`config.mk`:
```
export PLATFORM = sky130hd
export DESIGN_NAME = arith_rs
export DESIGN_NICKNAME = d
export VERILOG_FILES = /design/src/rtl/expipe_pkg.sv /design/src/rtl/arith_rs_pkg.sv /design/src/rtl/arith_rs_entry.sv /design/src/rtl/arith_rs_select.sv /design/src/rtl/arith_rs.sv
export VERILOG_INCLUDE_DIRS = /design/src /design/src/rtl
export SDC_FILE = /design/constraint.sdc
export NUM_CORES = 2
export LEC_CHECK = 0
export BUFFER_PORTS_ARGS = -buffer_cell sky130_fd_sc_hd__buf_4
export CORE_ASPECT_RATIO = 0.6
export CORE_MARGIN = 2
export CORE_UTILIZATION = 25
export DETAILED_ROUTE_END_ITERATION = 8
export PLACE_DENSITY = 0.46
export SLEW_MARGIN = 5
export SYNTH_ARGS = -nofsm -noshare
export SYNTH_HDL_FRONTEND = slang
export SYNTH_HIERARCHICAL = 1
export SYNTH_SLANG_ARGS = --single-unit
export TNS_END_PERCENT = 5
```
`constraint.sdc`:
```
create_clock -name clk_i -period 9.2 [get_ports clk_i]
set_input_delay 0.92 -clock clk_i [delete_from_list [all_inputs] [get_ports clk_i]]
set_output_delay 0.92 -clock clk_i [all_outputs]
set_load 0.1 [all_outputs]
```
`src/rtl/arith_rs_cfg.svh`:
```
// Reservation station configuration

`ifndef ARITH_RS_CFG_SVH_
`define ARITH_RS_CFG_SVH_

`default_nettype none

// Number of station entries, power of two
`define ARITH_RS_DEPTH 4

// Datapath word width
`define XLEN 64

// ROB entry index width
`define ROB_IDX_LEN 4

// EU operation code width
`define EU_CTL_LEN 4

`default_nettype wire

`endif

```
`src/rtl/expipe_pkg.sv`:
```
// Execution pipeline bus types

`include "arith_rs_cfg.svh"
`default_nettype none

package expipe_pkg;

  typedef logic [`XLEN-1:0]        word_t;
  typedef logic [`ROB_IDX_LEN-1:0] rob_idx_t;
  typedef logic [`EU_CTL_LEN-1:0]  eu_ctl_t;

  // Source operand, value valid only when ready is set
  typedef struct packed {
    logic     ready;
    rob_idx_t rob_idx;  // Producer ROB entry when pending
    word_t    value;
  } op_data_t;

  typedef struct packed {
    eu_ctl_t  eu_ctl;
    op_data_t rs1;
    op_data_t rs2;
    rob_idx_t dest_rob_idx;
  } issue_req_t;

  typedef struct packed {
    eu_ctl_t  eu_ctl;
    word_t    rs1_value;
    word_t    rs2_value;
    rob_idx_t rob_idx;  // Tag returned with the result
  } eu_req_t;

  typedef struct packed {
    rob_idx_t rob_idx;
    word_t    result;
  } eu_res_t;

  typedef struct packed {
    rob_idx_t rob_idx;
    word_t    res_value;
  } cdb_data_t;

endpackage

`default_nettype wire

```
`src/rtl/arith_rs_pkg.sv`:
```
// Reservation station internal types

`include "arith_rs_cfg.svh"
`default_nettype none

package arith_rs_pkg;

  import expipe_pkg::*;

  typedef logic [$clog2(`ARITH_RS_DEPTH)-1:0] rs_idx_t;

  typedef enum logic [2:0] {
    EMPTY,
    RS1_PENDING,   // Waiting for rs1 only
    RS2_PENDING,   // Waiting for rs2 only
    RS12_PENDING,  // Waiting for both operands
    EX_REQ,        // Requesting the EU
    EX_WAIT,       // Issued, result not back yet
    COMPLETED      // Result waits for the CDB
  } rs_state_t;

  typedef struct packed {
    eu_ctl_t  eu_ctl;
    rob_idx_t rs1_rob_idx;
    word_t    rs1_value;
    rob_idx_t rs2_rob_idx;
    word_t    rs2_value;
    rob_idx_t dest_rob_idx;
    word_t    res_value;
  } rs_entry_t;

endpackage

`default_nettype wire

```
`src/rtl/arith_rs_entry.sv`:
```
// Reservation station entry

`timescale 1ns/1ps
`default_nettype none

module arith_rs_entry (
  input  logic                    clk_i,
  input  logic                    rst_ni,
  input  logic                    flush_i,

  // Strobes from the selector
  input  logic                    insert_i,
  input  logic                    ex_grant_i,
  input  logic                    cdb_grant_i,

  // Broadcast buses
  input  expipe_pkg::issue_req_t  issue_req_i,
  input  logic                    eu_valid_i,
  input  expipe_pkg::eu_res_t     eu_res_i,
  input  logic                    cdb_valid_i,
  input  expipe_pkg::cdb_data_t   cdb_data_i,

  // Status towards the selector
  output logic                    empty_o,
  output logic                    ex_req_o,
  output logic                    cdb_req_o,
  output arith_rs_pkg::rs_entry_t entry_o
);

  import expipe_pkg::*;
  import arith_rs_pkg::*;

  rs_state_t state_q, state_d;
  rs_entry_t data_q, data_d;

  rob_idx_t rs1_idx;
  rob_idx_t rs2_idx;
  logic     rs1_eu_hit, rs2_eu_hit;
  logic     rs1_cdb_hit, rs2_cdb_hit;
  logic     rs1_fwd, rs2_fwd;
  word_t    rs1_fwd_value, rs2_fwd_value;
  logic     rs1_avail, rs2_avail;  // Operand present at insertion
  logic     res_hit;

  // Where an entry goes once it knows which operands it holds
  function automatic rs_state_t operand_state(input logic have_rs1, input logic have_rs2);
    rs_state_t st;
    unique case ({have_rs1, have_rs2})
      2'b11:   st = EX_REQ;
      2'b10:   st = RS2_PENDING;
      2'b01:   st = RS1_PENDING;
      default: st = RS12_PENDING;
    endcase
    return st;
  endfunction

  // ------------------------------------------------
  // Operand forwarding
  // ------------------------------------------------

  // Incoming tags while inserting, stored ones afterwards
  assign rs1_idx = insert_i ? issue_req_i.rs1.rob_idx : data_q.rs1_rob_idx;
  assign rs2_idx = insert_i ? issue_req_i.rs2.rob_idx : data_q.rs2_rob_idx;

  assign rs1_eu_hit  = eu_valid_i & (eu_res_i.rob_idx == rs1_idx);
  assign rs2_eu_hit  = eu_valid_i & (eu_res_i.rob_idx == rs2_idx);
  assign rs1_cdb_hit = cdb_valid_i & (cdb_data_i.rob_idx == rs1_idx);
  assign rs2_cdb_hit = cdb_valid_i & (cdb_data_i.rob_idx == rs2_idx);

  assign rs1_fwd = rs1_eu_hit | rs1_cdb_hit;
  assign rs2_fwd = rs2_eu_hit | rs2_cdb_hit;

  // EU result wins over the CDB
  assign rs1_fwd_value = rs1_eu_hit ? eu_res_i.result : cdb_data_i.res_value;
  assign rs2_fwd_value = rs2_eu_hit ? eu_res_i.result : cdb_data_i.res_value;

  assign rs1_avail = issue_req_i.rs1.ready | rs1_fwd;
  assign rs2_avail = issue_req_i.rs2.ready | rs2_fwd;

  // Own result on the EU bus
  assign res_hit = eu_valid_i & (eu_res_i.rob_idx == data_q.dest_rob_idx);

  // ------------------------------------------------
  // Entry state machine
  // ------------------------------------------------

  // Mealy, data is captured in the same cycle as the transition
  always_comb begin : p_fsm
    state_d = state_q;
    data_d  = data_q;
    unique case (state_q)
      EMPTY: begin
        if (insert_i) begin
          data_d.eu_ctl       = issue_req_i.eu_ctl;
          data_d.rs1_rob_idx  = issue_req_i.rs1.rob_idx;
          data_d.rs2_rob_idx  = issue_req_i.rs2.rob_idx;
          data_d.dest_rob_idx = issue_req_i.dest_rob_idx;
          data_d.rs1_value    = issue_req_i.rs1.ready ? issue_req_i.rs1.value : rs1_fwd_value;
          data_d.rs2_value    = issue_req_i.rs2.ready ? issue_req_i.rs2.value : rs2_fwd_value;
          state_d             = operand_state(rs1_avail, rs2_avail);
        end
      end
      RS12_PENDING: begin
        if (rs1_fwd) data_d.rs1_value = rs1_fwd_value;
        if (rs2_fwd) data_d.rs2_value = rs2_fwd_value;
        state_d = operand_state(rs1_fwd, rs2_fwd);
      end
      RS1_PENDING: begin
        if (rs1_fwd) begin
          data_d.rs1_value = rs1_fwd_value;
          state_d          = EX_REQ;
        end
      end
      RS2_PENDING: begin
        if (rs2_fwd) begin
          data_d.rs2_value = rs2_fwd_value;
          state_d          = EX_REQ;
        end
      end
      EX_REQ: begin
        if (res_hit) begin  // Result may beat the grant
          data_d.res_value = eu_res_i.result;
          state_d          = COMPLETED;
        end else if (ex_grant_i) begin
          state_d = EX_WAIT;
        end
      end
      EX_WAIT: begin
        if (res_hit) begin
          data_d.res_value = eu_res_i.result;
          state_d          = COMPLETED;
        end
      end
      COMPLETED: begin
        if (cdb_grant_i) state_d = EMPTY;
      end
      default: state_d = EMPTY;
    endcase
  end

  always_ff @(posedge clk_i or negedge rst_ni) begin : p_state
    if (!rst_ni) begin
      state_q <= EMPTY;
    end else if (flush_i) begin
      state_q <= EMPTY;
    end else begin
      state_q <= state_d;
    end
  end

  always_ff @(posedge clk_i) begin : p_data
    data_q <= data_d;
  end

  // ------------------------------------------------
  // Outputs
  // ------------------------------------------------
  assign empty_o   = (state_q == EMPTY);
  assign ex_req_o  = (state_q == EX_REQ);
  assign cdb_req_o = (state_q == COMPLETED);
  assign entry_o   = data_q;

endmodule

`default_nettype wire

```
`src/rtl/arith_rs_select.sv`:
```
// Reservation station entry selection

`timescale 1ns/1ps
`include "arith_rs_cfg.svh"
`default_nettype none

module arith_rs_select (
  input  logic                                         clk_i,
  input  logic                                         rst_ni,
  input  logic                                         flush_i,

  // Issue side
  input  logic                                         issue_valid_i,
  output logic                                         issue_ready_o,

  // Entry status
  input  logic                    [`ARITH_RS_DEPTH-1:0] empty_i,
  input  logic                    [`ARITH_RS_DEPTH-1:0] ex_req_i,
  input  logic                    [`ARITH_RS_DEPTH-1:0] cdb_req_i,
  input  arith_rs_pkg::rs_entry_t [`ARITH_RS_DEPTH-1:0] entries_i,

  // Execution unit
  input  logic                                         eu_ready_i,
  output logic                                         eu_valid_o,
  output expipe_pkg::eu_req_t                          eu_req_o,

  // CDB write
  input  logic                                         cdb_ready_i,
  output logic                                         cdb_valid_o,
  output expipe_pkg::cdb_data_t                        cdb_data_o,

  // One-hot strobes to the entries
  output logic                    [`ARITH_RS_DEPTH-1:0] insert_o,
  output logic                    [`ARITH_RS_DEPTH-1:0] ex_grant_o,
  output logic                    [`ARITH_RS_DEPTH-1:0] cdb_grant_o
);

  import arith_rs_pkg::*;

  rs_idx_t new_idx_q;  // Insertion pointer
  rs_idx_t ex_idx;
  rs_idx_t cdb_idx;
  logic    insert;
  logic    ex_accept;
  logic    cdb_accept;

  // Lowest set line wins
  function automatic rs_idx_t lowest_set(input logic [`ARITH_RS_DEPTH-1:0] lines);
    rs_idx_t idx;
    idx = '0;
    for (int i = `ARITH_RS_DEPTH - 1; i >= 0; i--) begin
      if (lines[i]) idx = rs_idx_t'(i);
    end
    return idx;
  endfunction

  // ------------------------------------------------
  // Insertion pointer
  // ------------------------------------------------
  always_ff @(posedge clk_i or negedge rst_ni) begin : p_new_idx
    if (!rst_ni) begin
      new_idx_q <= '0;
    end else if (flush_i) begin
      new_idx_q <= '0;
    end else if (insert) begin
      new_idx_q <= new_idx_q + rs_idx_t'(1);  // Wraps, depth is a power of two
    end
  end

  assign issue_ready_o = empty_i[new_idx_q];
  assign insert        = issue_valid_i & issue_ready_o;

  // ------------------------------------------------
  // Execute and CDB choice
  // ------------------------------------------------
  assign ex_idx     = lowest_set(ex_req_i);
  assign eu_valid_o = |ex_req_i;
  assign ex_accept  = eu_valid_o & eu_ready_i;

  assign eu_req_o.eu_ctl    = entries_i[ex_idx].eu_ctl;
  assign eu_req_o.rs1_value = entries_i[ex_idx].rs1_value;
  assign eu_req_o.rs2_value = entries_i[ex_idx].rs2_value;
  assign eu_req_o.rob_idx   = entries_i[ex_idx].dest_rob_idx;

  assign cdb_idx     = lowest_set(cdb_req_i);
  assign cdb_valid_o = |cdb_req_i;
  assign cdb_accept  = cdb_valid_o & cdb_ready_i;

  assign cdb_data_o.rob_idx   = entries_i[cdb_idx].dest_rob_idx;
  assign cdb_data_o.res_value = entries_i[cdb_idx].res_value;

  // Strobes only on accepted transfers
  always_comb begin : p_strobes
    insert_o              = '0;
    ex_grant_o            = '0;
    cdb_grant_o           = '0;
    insert_o[new_idx_q]   = insert;
    ex_grant_o[ex_idx]    = ex_accept;
    cdb_grant_o[cdb_idx]  = cdb_accept;
  end

endmodule

`default_nettype wire

```
`src/rtl/arith_rs.sv`:
```
// Arithmetic reservation station

`timescale 1ns/1ps
`include "arith_rs_cfg.svh"
`default_nettype none

module arith_rs (
  input  logic                  clk_i,
  input  logic                  rst_ni,
  input  logic                  flush_i,

  // Issue stage
  input  logic                  issue_valid_i,
  output logic                  issue_ready_o,
  input  expipe_pkg::issue_req_t issue_req_i,

  // Execution unit
  output logic                  eu_valid_o,
  input  logic                  eu_ready_i,
  output expipe_pkg::eu_req_t   eu_req_o,
  input  logic                  eu_valid_i,
  input  expipe_pkg::eu_res_t   eu_res_i,

  // CDB
  input  logic                  cdb_valid_i,
  input  expipe_pkg::cdb_data_t cdb_data_i,
  output logic                  cdb_valid_o,
  input  logic                  cdb_ready_i,
  output expipe_pkg::cdb_data_t cdb_data_o
);

  import arith_rs_pkg::*;

  logic      [`ARITH_RS_DEPTH-1:0] empty;
  logic      [`ARITH_RS_DEPTH-1:0] ex_req;
  logic      [`ARITH_RS_DEPTH-1:0] cdb_req;
  logic      [`ARITH_RS_DEPTH-1:0] insert;
  logic      [`ARITH_RS_DEPTH-1:0] ex_grant;
  logic      [`ARITH_RS_DEPTH-1:0] cdb_grant;
  rs_entry_t [`ARITH_RS_DEPTH-1:0] entries;

  // ------------------------------------------------
  // Entries
  // ------------------------------------------------
  for (genvar i = 0; i < `ARITH_RS_DEPTH; i++) begin : gen_entries
    arith_rs_entry i_entry (
      .clk_i      (clk_i),
      .rst_ni     (rst_ni),
      .flush_i    (flush_i),
      .insert_i   (insert[i]),
      .ex_grant_i (ex_grant[i]),
      .cdb_grant_i(cdb_grant[i]),
      .issue_req_i(issue_req_i),
      .eu_valid_i (eu_valid_i),
      .eu_res_i   (eu_res_i),
      .cdb_valid_i(cdb_valid_i),
      .cdb_data_i (cdb_data_i),
      .empty_o    (empty[i]),
      .ex_req_o   (ex_req[i]),
      .cdb_req_o  (cdb_req[i]),
      .entry_o    (entries[i])
    );
  end

  // Pointer, arbitration and output muxes
  arith_rs_select i_select (
    .clk_i        (clk_i),
    .rst_ni       (rst_ni),
    .flush_i      (flush_i),
    .issue_valid_i(issue_valid_i),
    .issue_ready_o(issue_ready_o),
    .empty_i      (empty),
    .ex_req_i     (ex_req),
    .cdb_req_i    (cdb_req),
    .entries_i    (entries),
    .eu_ready_i   (eu_ready_i),
    .eu_valid_o   (eu_valid_o),
    .eu_req_o     (eu_req_o),
    .cdb_ready_i  (cdb_ready_i),
    .cdb_valid_o  (cdb_valid_o),
    .cdb_data_o   (cdb_data_o),
    .insert_o     (insert),
    .ex_grant_o   (ex_grant),
    .cdb_grant_o  (cdb_grant)
  );

endmodule

`default_nettype wire

```
==> results.toml <==
[route]
wl_per_cell_um = 28.8
drt-total-wl_mm = 220
drtAntennaViolNets = 0
dr.pass1.iters = 6
drt-initial-drc-count = 4550
vias = 42200
drc = 0
routed_via_density = 5.54

[final_layout]
drive_gt1_share_pct = 16.8
nets = 5094
area_growth_pct = 18.3

[power_and_ir_drop]
p_clk_share_pct = 19.7
sw_frac_of_total_pct = 54.1
leakage_nw = 18.5
p_comb_share_pct = 56.8
netSwitchingPower_w = 0.0117
pwr-share-seq_pct = 23.5
ir_worst_vdd_mv = 0.688
power_density_nw_per_um2 = 359
intPower_w = 0.00990

[synth]
synth-async-reset-ratio_pct = 1.65
synth_cell_types = 47
yosys-mux-area-fraction_pct = 11.3
synth_warnings = 6
synth-xor-area-share_pct = 1.10
yosysMostFrequentCell = "edfxtp_1"
synth_common_cells = "edfxtp_1 (832), o21ai_0 (648), mux2i_1 (546)"
synth_simple_gate_area_share_pct = 8.70
synth_top_area_share_pct = 49.2
synth-edff-count = 832
synthesis.area_um2 = 50800
ys_seq_area_share_pct = 49.9
ys_seq_elements = 846
synthAdderAreaFrac_pct = 0.0985
syn_nets = 4923
synth_cells = 4629
synth_compound_area_share_pct = 23.8
yosys_most_used_dff = "edfxtp_1"
netlist_top_cells_area = "edfxtp_1 (49%), mux2i_1 (11%), o2bb2ai_1 (8.8%)"
synth_area_per_cell_um2 = 11.0
synth_top_family_by_area = "compound AO/OA/AOI/OAI gates"
yosysTopAreaCell = "edfxtp_1"

[floorplanning]
initial_utilization_pct = 25.1
die_area_um2 = 207000
rows = 128
core-area_um2 = 202000
die_width_um = 586
top_level_ports = 497
fp.dieH_um = 353

[clocking]
cts_tree = "yes"
cts_setup_buffers = 0
path_clk_slew_ns = 0.07
clk_latency_ns = 0.71
cts_max_level = 3
cts-buffers-inserted = 96
cts-hold-fix-buffers = 0
cts-resized-gates = 0
clockBufferDepth = 3
cts_sinks = 846
root_buffer = "clkbuf_16"

[setup_path]
setup.worst_path.start_class = "flop"
timing.rr.end = "gen_entries[1].i_entry/entry_o[120]$_DFFE_PP_"
arrival_ns = 5.31
path_class = "flop to output port"
critical-path-slowest-cell = "o31ai_1"
rr_startpoint = "gen_entries[0].i_entry/state_q[2]$_DFFE_PN0P_"
r2r_cells = 11
cp.required_ns = 8.28
startpoint = "gen_entries[3].i_entry/state_q[1]$_DFFE_PN0P_"
worstPathMaxFanout = 47
slowest_delay_ns = 1.07
r2r_slack_ns = 3.07
cpMostUsedCell = "buf_4"
crit_chain = "inv_1, nand2_1, nor2_1, nor2b_4, buf_4, a221oi_1, o31ai_1, buf_4"
end_kind = "output port"

[global_route]
grt_pass1_wl_mm = 309
grt_max_degree = 233
antenna_found_initial = 40
grt_pass1_vias = 40200
grt_use_total_pct = 20.5
overflow = 0

[sta]
setup_ws_ns = 2.97
rsz0062_at_grt = "no"
finalSetupViolations = 0
post-route-min-period_ns = 6.23
final.period_utilization_pct = 67.7
tightest_slew_ns = 1.42
fin_setup_tns_ns = 0
clock_skew_ns = 0.0352
final_hold_viol_count = 0
clock.fmax_mhz = 160
final_max_slew_viol_count = 0
slew_headroom_pct = 4.38

[placed_design]
preCtsSetupSlack_ns = 3.08
place_hpwl_mm = 137
place_congestion = 0.796
io_buffers = 496

[status]
status = "finished, final reports clean"

[flow_run]
maxCapViolations = 0

[hold_path]
min_path_type = "input port to asynchronous set/reset pin"
-- worst max-delay path by stage --
stage	endpoint	cells after the start
floorplan	gen_entries[0].i_entry/entry_o[136]$_DFFE_PP_	13
global placement	gen_entries[1].i_entry/entry_o[117]$_DFFE_PP_	11
detailed placement	gen_entries[1].i_entry/entry_o[117]$_DFFE_PP_	11
CTS	eu_req_o[36]	8
global route	gen_entries[1].i_entry/entry_o[120]$_DFFE_PP_	11
finish	eu_req_o[36]	8
-- sequential cells by signal, summed over array words and instances (netlist names) --
| signal | count |
|---|---|
| i_select/new_idx_q | 2 |
| gen_entries.i_entry/entry_o | 832 |
| gen_entries.i_entry/state_q | 12 |
-- per-stage QoR --
step	instance area [um^2]	utilization [%]	cells	hold WS, ns	total power (W)
6_report	60100	29.7	7621	0.0742	0.0216
4_1_cts	60000	29.7	7609	0.0237	0.0218
3_5_place_dp	56700	28.0	7432	0.665	0.0175
3_3_place_gp	56700	28.0	7432	0.650	0.0174
2_1_floorplan	50800	-	4629	0.599	0.0138
5_1_grt	60100	29.7	7616	0.0377	0.0224
-- power by group through the flow --
stage	sequential (W)	clock, W	combinational, W
after floorplan	0.00510	0	0.00865
after global placement	0.00514	0	0.0123
after detailed placement	0.00514	0	0.0123
after CTS	0.00507	0.00434	0.0124
after global routing	0.00511	0.00447	0.0128
final	0.00507	0.00424	0.0123
-- kinds of logic after synthesis --
kind of cell / after synthesis
flip-flops: 846
adder cells (fa/ha/maj): 4
XOR/XNOR: 64
multiplexers: 563
AND/OR/NAND/NOR: 830
buffers and inverters: 602
AO/OA/AOI/OAI: 1720
-- placed cells by master (no fill, tap or decap), drive strengths merged, types with 8 or more instances in the layout --
master,Yosys,final
clkinv,0,36
a21o,8,8
and3,8,8
o21ai,669,669
nor4,12,12
buf,125,585
mux2i,554,554
a221oi,136,136
nor2b,139,139
xor2,36,36
a21oi,82,82
nand2b,22,22
a221o,64,64
xnor2,28,28
a211oi,8,8
mux2,9,9
and4,8,8
inv,90,97
a31oi,12,12
a22o,68,68
clkbuf,387,104
nor2,26,26
dfrtp,14,14
o31ai,136,136
bufinv,0,18
clkinvlp,0,12
nand2,49,49
o2bb2ai,513,513
nor3,22,22
nand3,520,520
and2,10,10
or4,8,8
edfxtp,832,832
diode,0,12
-- critical path: cells and delay by family, from the launching register on --
| family | cells | cell delay [ns] |
|---|---|---|
| DFF | 1 | 0.49 |
| and+or+nand+nor | 3 | 1.25 |
| buffers and inverters | 3 | 1.38 |
| AOI/OAI and AO/OA | 2 | 1.30 |
-- per-layer routing --
metal | up-vias | GRT usage, % | routed length (um)
li1 | 18800 | - | -
met1 | 21400 | 30.1 | 103000
met2 | 1698 | 29.5 | 91900
met3 | 291 | 4.84 | 17900
met4 | 36 | 6.13 | 6290
met5 | - | 0 | 221
-- final cells by class --
class | instances | area (um^2)
well taps | 2730 | 3420
repair buffers | 585 | 4490
inverters | 90 | 348
clock inverters | 73 | 886
flip-flops and latches | 846 | 25300
diodes | 12 | 30.0
fillers | 20800 | 142000
multi-input cells | 3181 | 23100
clock buffers | 104 | 2430
Note: power is estimated with default switching activity, not from simulation.
